==> config.mk <==
export PLATFORM = sky130hd
export DESIGN_NAME = link_test_top
export DESIGN_NICKNAME = d
export VERILOG_FILES = /design/src/design/link_test_pkg.sv /design/src/design/sata_scrambler.sv /design/src/design/test_tx.sv /design/src/design/test_rx.sv /design/src/design/link_test_top.sv
export SDC_FILE = /design/constraint.sdc
export NUM_CORES = 1
export LEC_CHECK = 0
export BUFFER_PORTS_ARGS = -buffer_cell sky130_fd_sc_hd__buf_2
export CAP_MARGIN = 10
export CORE_UTILIZATION = 64
export CTS_CLUSTER_DIAMETER = 100
export DETAILED_ROUTE_END_ITERATION = 7
export GPL_ROUTABILITY_DRIVEN = 0
export PLACE_DENSITY = 0.86
export SLEW_MARGIN = 20
export SYNTH_ARGS = -nofsm -noshare
export SYNTH_HDL_FRONTEND = slang
export SYNTH_SLANG_ARGS = --single-unit
==> constraint.sdc <==
create_clock -name clk -period 6.2 [get_ports clk]
set_input_delay 0.93 -clock clk [delete_from_list [all_inputs] [get_ports clk]]
set_output_delay 0.93 -clock clk [all_outputs]
set_load 0.02 [all_outputs]
==> src/design/link_test_pkg.sv <==
//--------------------------------------------------------------------------
// Shared widths, scrambler seed, stream beat and transmitter states.
// The beat width is fixed here; modules carry no width parameters.
//--------------------------------------------------------------------------

package link_test_pkg;

    // Width of one stream beat
    localparam int data_w = 32;

    // Width of frame size, pause size and counters
    localparam int cnt_w = 16;

    // Scrambler seed loaded on every reseed
    localparam logic [15:0] scr_init = 16'h55AA;

    // One beat on the stream without its valid
    typedef struct packed {
        logic [data_w-1:0] data;
        logic              sof;
        logic              eof;
        logic              seed;
    } mac_beat_t;

    // Transmitter FSM states
    typedef enum logic [1:0] {
        idle,
        tx_start,
        tx,
        pause
    } tx_state_t;

endpackage

==> src/design/sata_scrambler.sv <==
//--------------------------------------------------------------------------
// SATA LFSR x16+x15+x13+x4+1, 32 steps per en. result belongs to the
// current state; with seed high it already shows the word of scr_init.
//--------------------------------------------------------------------------

module sata_scrambler (
    input  logic                             clk,
    input  logic                             rst_n,
    input  logic                             seed,
    input  logic                             en,
    output logic [link_test_pkg::data_w-1:0] result
);

    import link_test_pkg::*;

    logic [15:0] lfsr;
    logic [15:0] base;
    logic [15:0] lfsr_next;

    // Runs 32 LFSR steps, returns the next state above the output word
    function automatic logic [15+data_w:0] scr_run(input logic [15:0] s_in);
        logic [15:0]       s;
        logic [data_w-1:0] w;
        logic              fb;
        s = s_in;
        w = '0;
        for (int i = 0; i < data_w; i++) begin
            fb   = s[15] ^ s[14] ^ s[12] ^ s[3];
            w[i] = fb;
            s    = {s[14:0], fb};
        end
        return {s, w};
    endfunction

    // Seed bypass so a reseeded word is usable in the same cycle
    assign base = seed ? scr_init : lfsr;

    assign {lfsr_next, result} = scr_run(base);

    always_ff @(posedge clk) begin
        if (!rst_n) begin
            lfsr <= scr_init;
        end else if (en) begin
            lfsr <= lfsr_next;
        end else if (seed) begin
            lfsr <= scr_init;
        end
    end

endmodule

==> src/design/test_tx.sv <==
//--------------------------------------------------------------------------
// Frame generator. pkt_size must be 2 or more, pause_size 1 or more.
// An inject_err seen while a beat is held lands on the following beat.
//--------------------------------------------------------------------------

module test_tx (
    input  logic                            clk,
    input  logic                            rst_n,
    input  logic                            start,
    input  logic [link_test_pkg::cnt_w-1:0] pkt_size,
    input  logic [link_test_pkg::cnt_w-1:0] pause_size,
    input  logic                            inject_err,
    input  logic                            rdy,
    output logic                            valid,
    output link_test_pkg::mac_beat_t        beat
);

    import link_test_pkg::*;

    tx_state_t         state;
    logic [cnt_w-1:0]  cnt;
    logic [cnt_w-1:0]  pkt_cur;
    logic [cnt_w-1:0]  pause_cur;
    logic              seed_pulse;
    logic              first_frame;
    logic              sof_r;
    logic              eof_r;
    logic              seed_r;
    logic              flip;
    logic              err_pend;
    logic              accept;
    logic              last;
    logic              load_beat;
    logic [data_w-1:0] scr_word;

    sata_scrambler scrambler_inst (
        .clk    (clk),
        .rst_n  (rst_n),
        .seed   (seed_pulse),
        .en     (accept),
        .result (scr_word)
    );

    assign accept = valid & rdy;
    assign last   = (cnt == pkt_cur - 16'd1);

    // A new beat appears on the next edge
    assign load_beat = (state == tx_start && start && rdy) ||
                       (state == tx && rdy && !last);

    assign beat = '{data: scr_word ^ {{(data_w-1){1'b0}}, flip},
                    sof: sof_r, eof: eof_r, seed: seed_r};

    always_ff @(posedge clk) begin
        if (!rst_n) begin
            state       <= idle;
            cnt         <= '0;
            seed_pulse  <= 1'b0;
            first_frame <= 1'b0;
            valid       <= 1'b0;
            sof_r       <= 1'b0;
            eof_r       <= 1'b0;
            seed_r      <= 1'b0;
        end else begin
            seed_pulse <= 1'b0;
            case (state)
                idle: begin
                    if (start) begin
                        seed_pulse  <= 1'b1;
                        first_frame <= 1'b1;
                        state       <= tx_start;
                    end
                end
                tx_start: begin
                    pkt_cur   <= pkt_size;
                    pause_cur <= pause_size;
                    cnt       <= '0;
                    if (!start) begin
                        state <= idle;
                    end else if (rdy) begin
                        valid       <= 1'b1;
                        sof_r       <= 1'b1;
                        seed_r      <= first_frame;
                        first_frame <= 1'b0;
                        state       <= tx;
                    end
                end
                tx: begin
                    if (rdy) begin
                        sof_r  <= 1'b0;
                        seed_r <= 1'b0;
                        if (last) begin
                            valid <= 1'b0;
                            eof_r <= 1'b0;
                            cnt   <= '0;
                            state <= pause;
                        end else begin
                            eof_r <= (cnt == pkt_cur - 16'd2);
                            cnt   <= cnt + 16'd1;
                        end
                    end
                end
                pause: begin
                    if (cnt == pause_cur - 16'd1) begin
                        cnt   <= '0;
                        state <= start ? tx_start : idle;
                    end else begin
                        cnt <= cnt + 16'd1;
                    end
                end
                default: state <= idle;
            endcase
        end
    end

    // Error flag is fixed per beat so a held beat never changes
    always_ff @(posedge clk) begin
        if (!rst_n) begin
            flip     <= 1'b0;
            err_pend <= 1'b0;
        end else if (load_beat) begin
            flip     <= err_pend | inject_err;
            err_pend <= 1'b0;
        end else begin
            if (accept) begin
                flip <= 1'b0;
            end
            if (inject_err) begin
                err_pend <= 1'b1;
            end
        end
    end

endmodule

==> src/design/test_rx.sv <==
//--------------------------------------------------------------------------
// Stream checker. Counters lag the accepted beat by one cycle and wrap.
// Only beats marked seed resynchronise the expected sequence.
//--------------------------------------------------------------------------

module test_rx (
    input  logic                            clk,
    input  logic                            rst_n,
    input  logic                            valid,
    input  logic                            rdy,
    input  link_test_pkg::mac_beat_t        beat,
    output logic [link_test_pkg::cnt_w-1:0] frame_cnt,
    output logic [link_test_pkg::cnt_w-1:0] err_cnt
);

    import link_test_pkg::*;

    logic              accept;
    logic              reseed;
    logic [data_w-1:0] expected;
    logic              hit_err;
    logic              hit_eof;

    assign accept = valid & rdy;
    assign reseed = accept & beat.seed;

    // Reseed bypass gives scr_init's first word for the seed beat itself
    sata_scrambler scrambler_inst (
        .clk    (clk),
        .rst_n  (rst_n),
        .seed   (reseed),
        .en     (accept),
        .result (expected)
    );

    // Compare stage
    always_ff @(posedge clk) begin
        if (!rst_n) begin
            hit_err <= 1'b0;
            hit_eof <= 1'b0;
        end else begin
            hit_err <= accept && (beat.data != expected);
            hit_eof <= accept && beat.eof;
        end
    end

    // Count stage
    always_ff @(posedge clk) begin
        if (!rst_n) begin
            frame_cnt <= '0;
            err_cnt   <= '0;
        end else begin
            if (hit_eof) begin
                frame_cnt <= frame_cnt + 16'd1;
            end
            if (hit_err) begin
                err_cnt <= err_cnt + 16'd1;
            end
        end
    end

endmodule

==> src/design/link_test_top.sv <==
//--------------------------------------------------------------------------
// Generator looped back into the checker. rdy comes from outside so the
// stream can be throttled; beat, valid and counters are all visible.
//--------------------------------------------------------------------------

module link_test_top (
    input  logic                            clk,
    input  logic                            rst_n,
    input  logic                            start,
    input  logic [link_test_pkg::cnt_w-1:0] pkt_size,
    input  logic [link_test_pkg::cnt_w-1:0] pause_size,
    input  logic                            inject_err,
    input  logic                            rdy,
    output logic                            valid,
    output link_test_pkg::mac_beat_t        beat,
    output logic [link_test_pkg::cnt_w-1:0] frame_cnt,
    output logic [link_test_pkg::cnt_w-1:0] err_cnt
);

    test_tx test_tx_inst (
        .clk        (clk),
        .rst_n      (rst_n),
        .start      (start),
        .pkt_size   (pkt_size),
        .pause_size (pause_size),
        .inject_err (inject_err),
        .rdy        (rdy),
        .valid      (valid),
        .beat       (beat)
    );

    // Checker sees exactly what leaves the generator
    test_rx test_rx_inst (
        .clk       (clk),
        .rst_n     (rst_n),
        .valid     (valid),
        .rdy       (rdy),
        .beat      (beat),
        .frame_cnt (frame_cnt),
        .err_cnt   (err_cnt)
    );

endmodule

* Word-level counts from Yosys, hierarchy flattened
Index checks and enable logic that the tools add are counted.
** Word-level totals
- Bits in registers :: 124
- Memories kept :: 0
- Latch bits :: 0
- Bits in read-only memories :: 0
- Memory bits (writable) :: 0
- Output and inout bits :: 68
** Operators by class
- $add $sub $neg :: 6
- Reduce and logical (&&, ||, !) cells :: 22
- Divide/modulo/power cells :: 0
- Mux-type cells :: 33
- $lt $le $gt $ge :: 0
- Bitwise logic cells :: 197
- Shifts and indexed selects :: 0
- Multiply operators :: 0
- Equality and inequality tests :: 14
** Operators by type and width (number)
- 1-bit bitwise XOR :: 192
- 16-bit two-way mux :: 7
- 16-bit by 1-bit adder with 16-bit output, second input constant :: 3
- 16-bit == test :: 3
- 16-bit one-hot mux with 3 select lines :: 1
- 32-bit != test :: 1
- 16-bit by 1-bit subtractor with 16-bit output, second input constant :: 2
- 32-bit by 1-bit bitwise XOR with 32-bit output :: 1
- 16-bit by 2-bit subtractor with 16-bit output, second input constant :: 1
- 1-bit two-way mux :: 14
- 2-bit two-way mux :: 6
- 5-bit AND reduction :: 2
- 2-bit != test, second input constant :: 4
- 1-bit one-hot mux with 2 select lines :: 4
- 2-bit one-hot mux with 4 select lines :: 1
- 2-bit AND reduction :: 4
- 4-bit AND reduction :: 2
- 1-bit logical AND :: 6
- 2-bit nonzero test :: 3
- 2-bit == test, second input constant :: 2
- 2-bit by 1-bit != test with 1-bit output, second input constant :: 2
- 3-bit != test, second input constant :: 1
- 3-bit nonzero test :: 1
- 1-bit bitwise AND :: 2
- other kinds (7) :: 7

* Longest topological paths before layout
- Depth after elaboration :: 15
- Gate-level depth with buffers :: 14

* Hierarchy
A second synthesis with hierarchy kept.
** Second synthesis, totals
- Cells, all modules :: 1047
- Area total of the unflattened synthesis :: 9447.8 µm²
** By module, submodules not included
- test_tx :: times used 1, area each 3852.4 µm², sequential area each 1481.4 µm², cells an instance 434
- sata_scrambler :: times used 2, area each 1878.1 µm², sequential area each 320.3 µm², cells an instance 202
- test_rx :: times used 1, area each 1839.3 µm², sequential area each 680.7 µm², cells an instance 209

* Worst setup path after synthesis
Ideal clock, no wire load.
- Path kind :: register to output
- From :: register test_tx_inst.scrambler_inst.lfsr[0]
- To :: output port beat[34] (netlist name)
- Arrival :: 3.281 ns
- Required time :: 5.270 ns
- Setup slack :: 1.989 ns
- Stages on the path, launching flop included :: 12
- Cell sequence :: dfxtp_1 -> clkbuf_1 -> xnor2_1 -> xnor2_1 -> nor2b_1 -> buf_2 -> inv_1 -> xnor2_2 -> xnor3_1 -> xnor2_2 -> xnor2_2 -> xor2_1
** RTL lines
- from (decl) :: line sata_scrambler.sv:16 : logic [15:0] lfsr;
- from (signal assigned) :: line sata_scrambler.sv:42 : lfsr <= scr_init;
- from (signal assigned) :: line sata_scrambler.sv:44 : lfsr <= lfsr_next;
- from (signal assigned) :: line sata_scrambler.sv:46 : lfsr <= scr_init;
- to (decl) :: line link_test_top.sv:15 : output link_test_pkg::mac_beat_t beat,

==> reports/qor.csv <==
stage;metric;value;unit
sta;max_freq;209;MHz
grt;grt_pass1_wl;34200;um
synth;synthDistinctLibCells;76;
synth;synthCells;960;
synth;ys_seq_area_frac;0.312;
sta;fin_worst_skew;0.00690;ns
place;place_inst;1181;
sta;tightest_slew;0.844;ns
finish;area_growth;12.0;%
worst_setup_path;cp-end-kind;primary output;
grt;grt_use_total;0.302;
cts;htree_levels;4;
detailed_routing;wire_per_inst;17.4;um
finish;diodes;0;
cts;cts_sinks;124;
detailed_routing;drt_iter0_drc;595;
worst_setup_path;crit_path_max_fanout;7;
detailed_routing;dr_total_vias;7134;
cts;cts_buffers;17;
synth;synth_edf_count;32;
place;io_buffers;104;
outcome;status;complete, no violations;
power_and_ir_drop;switching_share;0.452;
sta;slew_headroom;0.430;
power_and_ir_drop;p_int;2.93;mW
detailed_routing;drcViolationCount;0;
finish;fill_cells;955;
place;dp_hpwl;15100;um
die;row_count;42;
die;pin_count;105;
synth;synth_nets;1003;
worst_setup_path;critPathMaxStageDelay;0.56;ns
sta;finalSetupViolations;0;
power_and_ir_drop;seqPwrFrac;0.168;
cts;cts.path.max_buffers;2;
worst_setup_path;criticalPathCategory;reg2out;
power_and_ir_drop;leakagePower;4.15;nW
die;die_w;120;um
grt;first_global_vias;6939;
power_and_ir_drop;pwr_density_cell;532;nW/um^2
sta;rsz0062_at_grt;false;
worst_setup_path;cp-start-kind;flop;
sta;period_needed;4.79;ns
power_and_ir_drop;combPwrFrac;0.654;
sta;post-route-period-util;0.772;
sta;hold_viol_final;0;
grt;grt_max_degree;45;
power_and_ir_drop;power_switching;2.42;mW
finish;drive_above_1_share;0.168;
worst_setup_path;critPathRequiredTime;5.27;ns
detailed_routing;drt_wl_total;21100;um
detailed_routing;postRouteAntennaNets;0;
synth;synth_warnings;0;
worst_setup_path;arrival;3.86;ns
cts;cts_tree;done;
power_and_ir_drop;clockPowerShare;0.178;
cts;worstSkewPairLatency;0.41;ns
hold_path;hold_path.class;reg2reg;
finish;final_cell_mix;137 x xnor2_1, 104 x buf_2, 94 x nor2_1;
detailed_routing;drt-vias-per-instance;5.88;
die;start_util;0.668;
power_and_ir_drop;fin_total_pwr;5.35;mW
finish;fin_nets;1067;
grt;antenna_found_initial;0;
synth;synth_area;8980;sq um
cts;cts_resized;0;
worst_setup_path;cp_cell_sequence;xnor2_1 -> xnor2_1 -> nor2b_1 -> inv_1 -> xnor2_2 -> xnor3_1 -> xnor2_2 -> xnor2_2 -> xor2_1 -> buf_2;
synth;ys_seq_elements;124;
cts;cts_setup_buffers;0;
grt;grt_overflow;0;
run;drv_cap;0;
finish;final-instance-count-excl-fill;1213;
worst_setup_path;crit_top_cell;xnor2_2;
cts;clk_pin_slew;0.06;ns
detailed_routing;drt-pass1-iter-count;5;
synth;synthArstFlopShare;0;
worst_setup_path;slowest_stage;nor2b_1;
cts;cts_hold_buf;0;
sta;finalMaxSlewViolations;0;
synth;ys.flop_type;dfxtp_1;
power_and_ir_drop;vdd_drop_max;0.588;mV
die;core_area;13500;sq um
sta;fin_setup_tns;0;ns
die;die_area;14500;sq um
synth;syn_avg_cell_area;9.36;sq um
die;dieHeight;120;um
cts;clockRootBuffer;clkbuf_16;
finish;layout_commonest_cell;xnor2_1;
==> through the flow <==
| step | worst slack (ns) | utilization | area, sq um | hold WS (ns) |
|---|---|---|---|---|
| after CTS | 1.44 | 0.748 | 10100 | 0.497 |
| after detailed placement | 1.92 | 0.705 | 9490 | 0.484 |
| after global routing | 1.19 | 0.748 | 10100 | 0.527 |
| after global placement | 2.07 | 0.705 | 9490 | 0.470 |
| final | 1.41 | 0.748 | 10100 | 0.503 |
| after floorplan | 1.99 | - | 8980 | 0.441 |
==> synthesized netlist by cell type, drive strengths merged (2+ instances only) <==
cell / n / area [sq um]
xnor2: 149 / 1420
nor2: 99 / 398
dfxtp: 92 / 1840
xor2: 86 / 761
nand2: 59 / 224
clkbuf: 44 / 168
a21oi: 37 / 196
xnor3: 37 / 837
edfxtp: 32 / 961
nor3: 28 / 145
o21ai: 28 / 140
nand3: 27 / 135
and3: 25 / 156
inv: 22 / 82.6
buf: 21 / 123
a31oi: 19 / 119
nor4: 14 / 87.6
nand2b: 12 / 75.1
nor3b: 12 / 90.1
o211ai: 11 / 82.6
nand4: 9 / 56.3
mux2i: 8 / 80.1
nor2b: 7 / 43.8
a211oi: 6 / 50.1
ha: 6 / 75.1
o31ai: 6 / 50.1
or3: 6 / 37.5
nand4b: 5 / 43.8
nor4b: 5 / 50.0
xor3: 5 / 119
or2: 4 / 25.0
or4: 4 / 30.0
and2: 3 / 18.8
clkinv: 3 / 12.5
nand3b: 3 / 22.5
a32oi: 2 / 17.5
a41oi: 2 / 17.5
and4: 2 / 17.5
mux2: 2 / 22.5
o22ai: 2 / 12.5
==> worst max-delay path, delay by kind of cell (launching register included) <==
family | cells | cell delay (ns)
AND/OR/NAND/NOR | 1 | 0.56
XOR/XNOR | 7 | 2.08
flip-flops | 1 | 0.37
buffers and inverters | 2 | 0.43
==> final timing paths <==
check / startpoint / endpoint / slack [ns] / cells past startpoint
worst max register to register: test_tx_inst.scrambler_inst.lfsr[11] / test_tx_inst.scrambler_inst.lfsr[0] / 2.54 / 10
worst min register to register: test_tx_inst.sof_r / test_tx_inst.sof_r / 0.50 / 2
worst max-delay path: test_tx_inst.scrambler_inst.lfsr[11] / beat[34] / 1.41 / 10
worst min-delay path: test_tx_inst.sof_r / test_tx_inst.sof_r / 0.50 / 2
==> routing by layer <==
layer	routed length, um	track usage
met5	0	0
met4	558	0.113
met3	1050	0.0599
met2	10600	0.532
met1	8870	0.364
==> cells by family after synthesis <==
family	count (synthesis)	share of synthesized area
DFF	124	0.312
muxes	10	0.0114
and+or+nand+nor	327	0.187
buffers and inverters	90	0.0429
xor gates and xnor gates	277	0.349
AOI/OAI and AO/OA	126	0.0893
adders and majority gates	6	0.00836
==> final cells by class <==
type / instances / area (sq um) / share of cell area
inverter: 25 / 95.1 / 0.00945
clock inverter: 9 / 87.6 / 0.00871
timing repair buffer: 110 / 566 / 0.0562
multi-input combinational: 746 / 5800 / 0.577
sequential: 124 / 2800 / 0.279
tap: 176 / 220 / 0.0219
clock buffer: 23 / 488 / 0.0485
==> state kept, by name (all words and copies together), names as in the netlist, named ones only <==
name and flops:
test_tx_inst.state 1, test_rx_inst.err_cnt 16, test_tx_inst.pkt_cur 16, test_rx_inst.hit_err 1, test_tx_inst.sof_r 1, test_tx_inst.first_frame 1, test_tx_inst.scrambler_inst.lfsr 16, test_tx_inst.seed_r 1
test_rx_inst.hit_eof 1, test_tx_inst.seed_pulse 1, test_tx_inst.pause_cur 16, test_tx_inst.flip 1, test_tx_inst.err_pend 1, test_tx_inst.eof_r 1, test_rx_inst.scrambler_inst.lfsr 16, test_tx_inst.valid 1
test_rx_inst.frame_cnt 16, test_tx_inst.cnt 16
==> power by group through the flow <==
stage,Clock [mW],Sequential [mW],Combinational (mW)
floorplan,0,0.891,2.65
global placement,0,0.911,3.37
detailed placement,0,0.913,3.45
CTS,0.961,0.896,3.49
global route,1.00,0.901,3.70
finish,0.951,0.898,3.50
No activity file was read; power rests on OpenSTA's default activity.
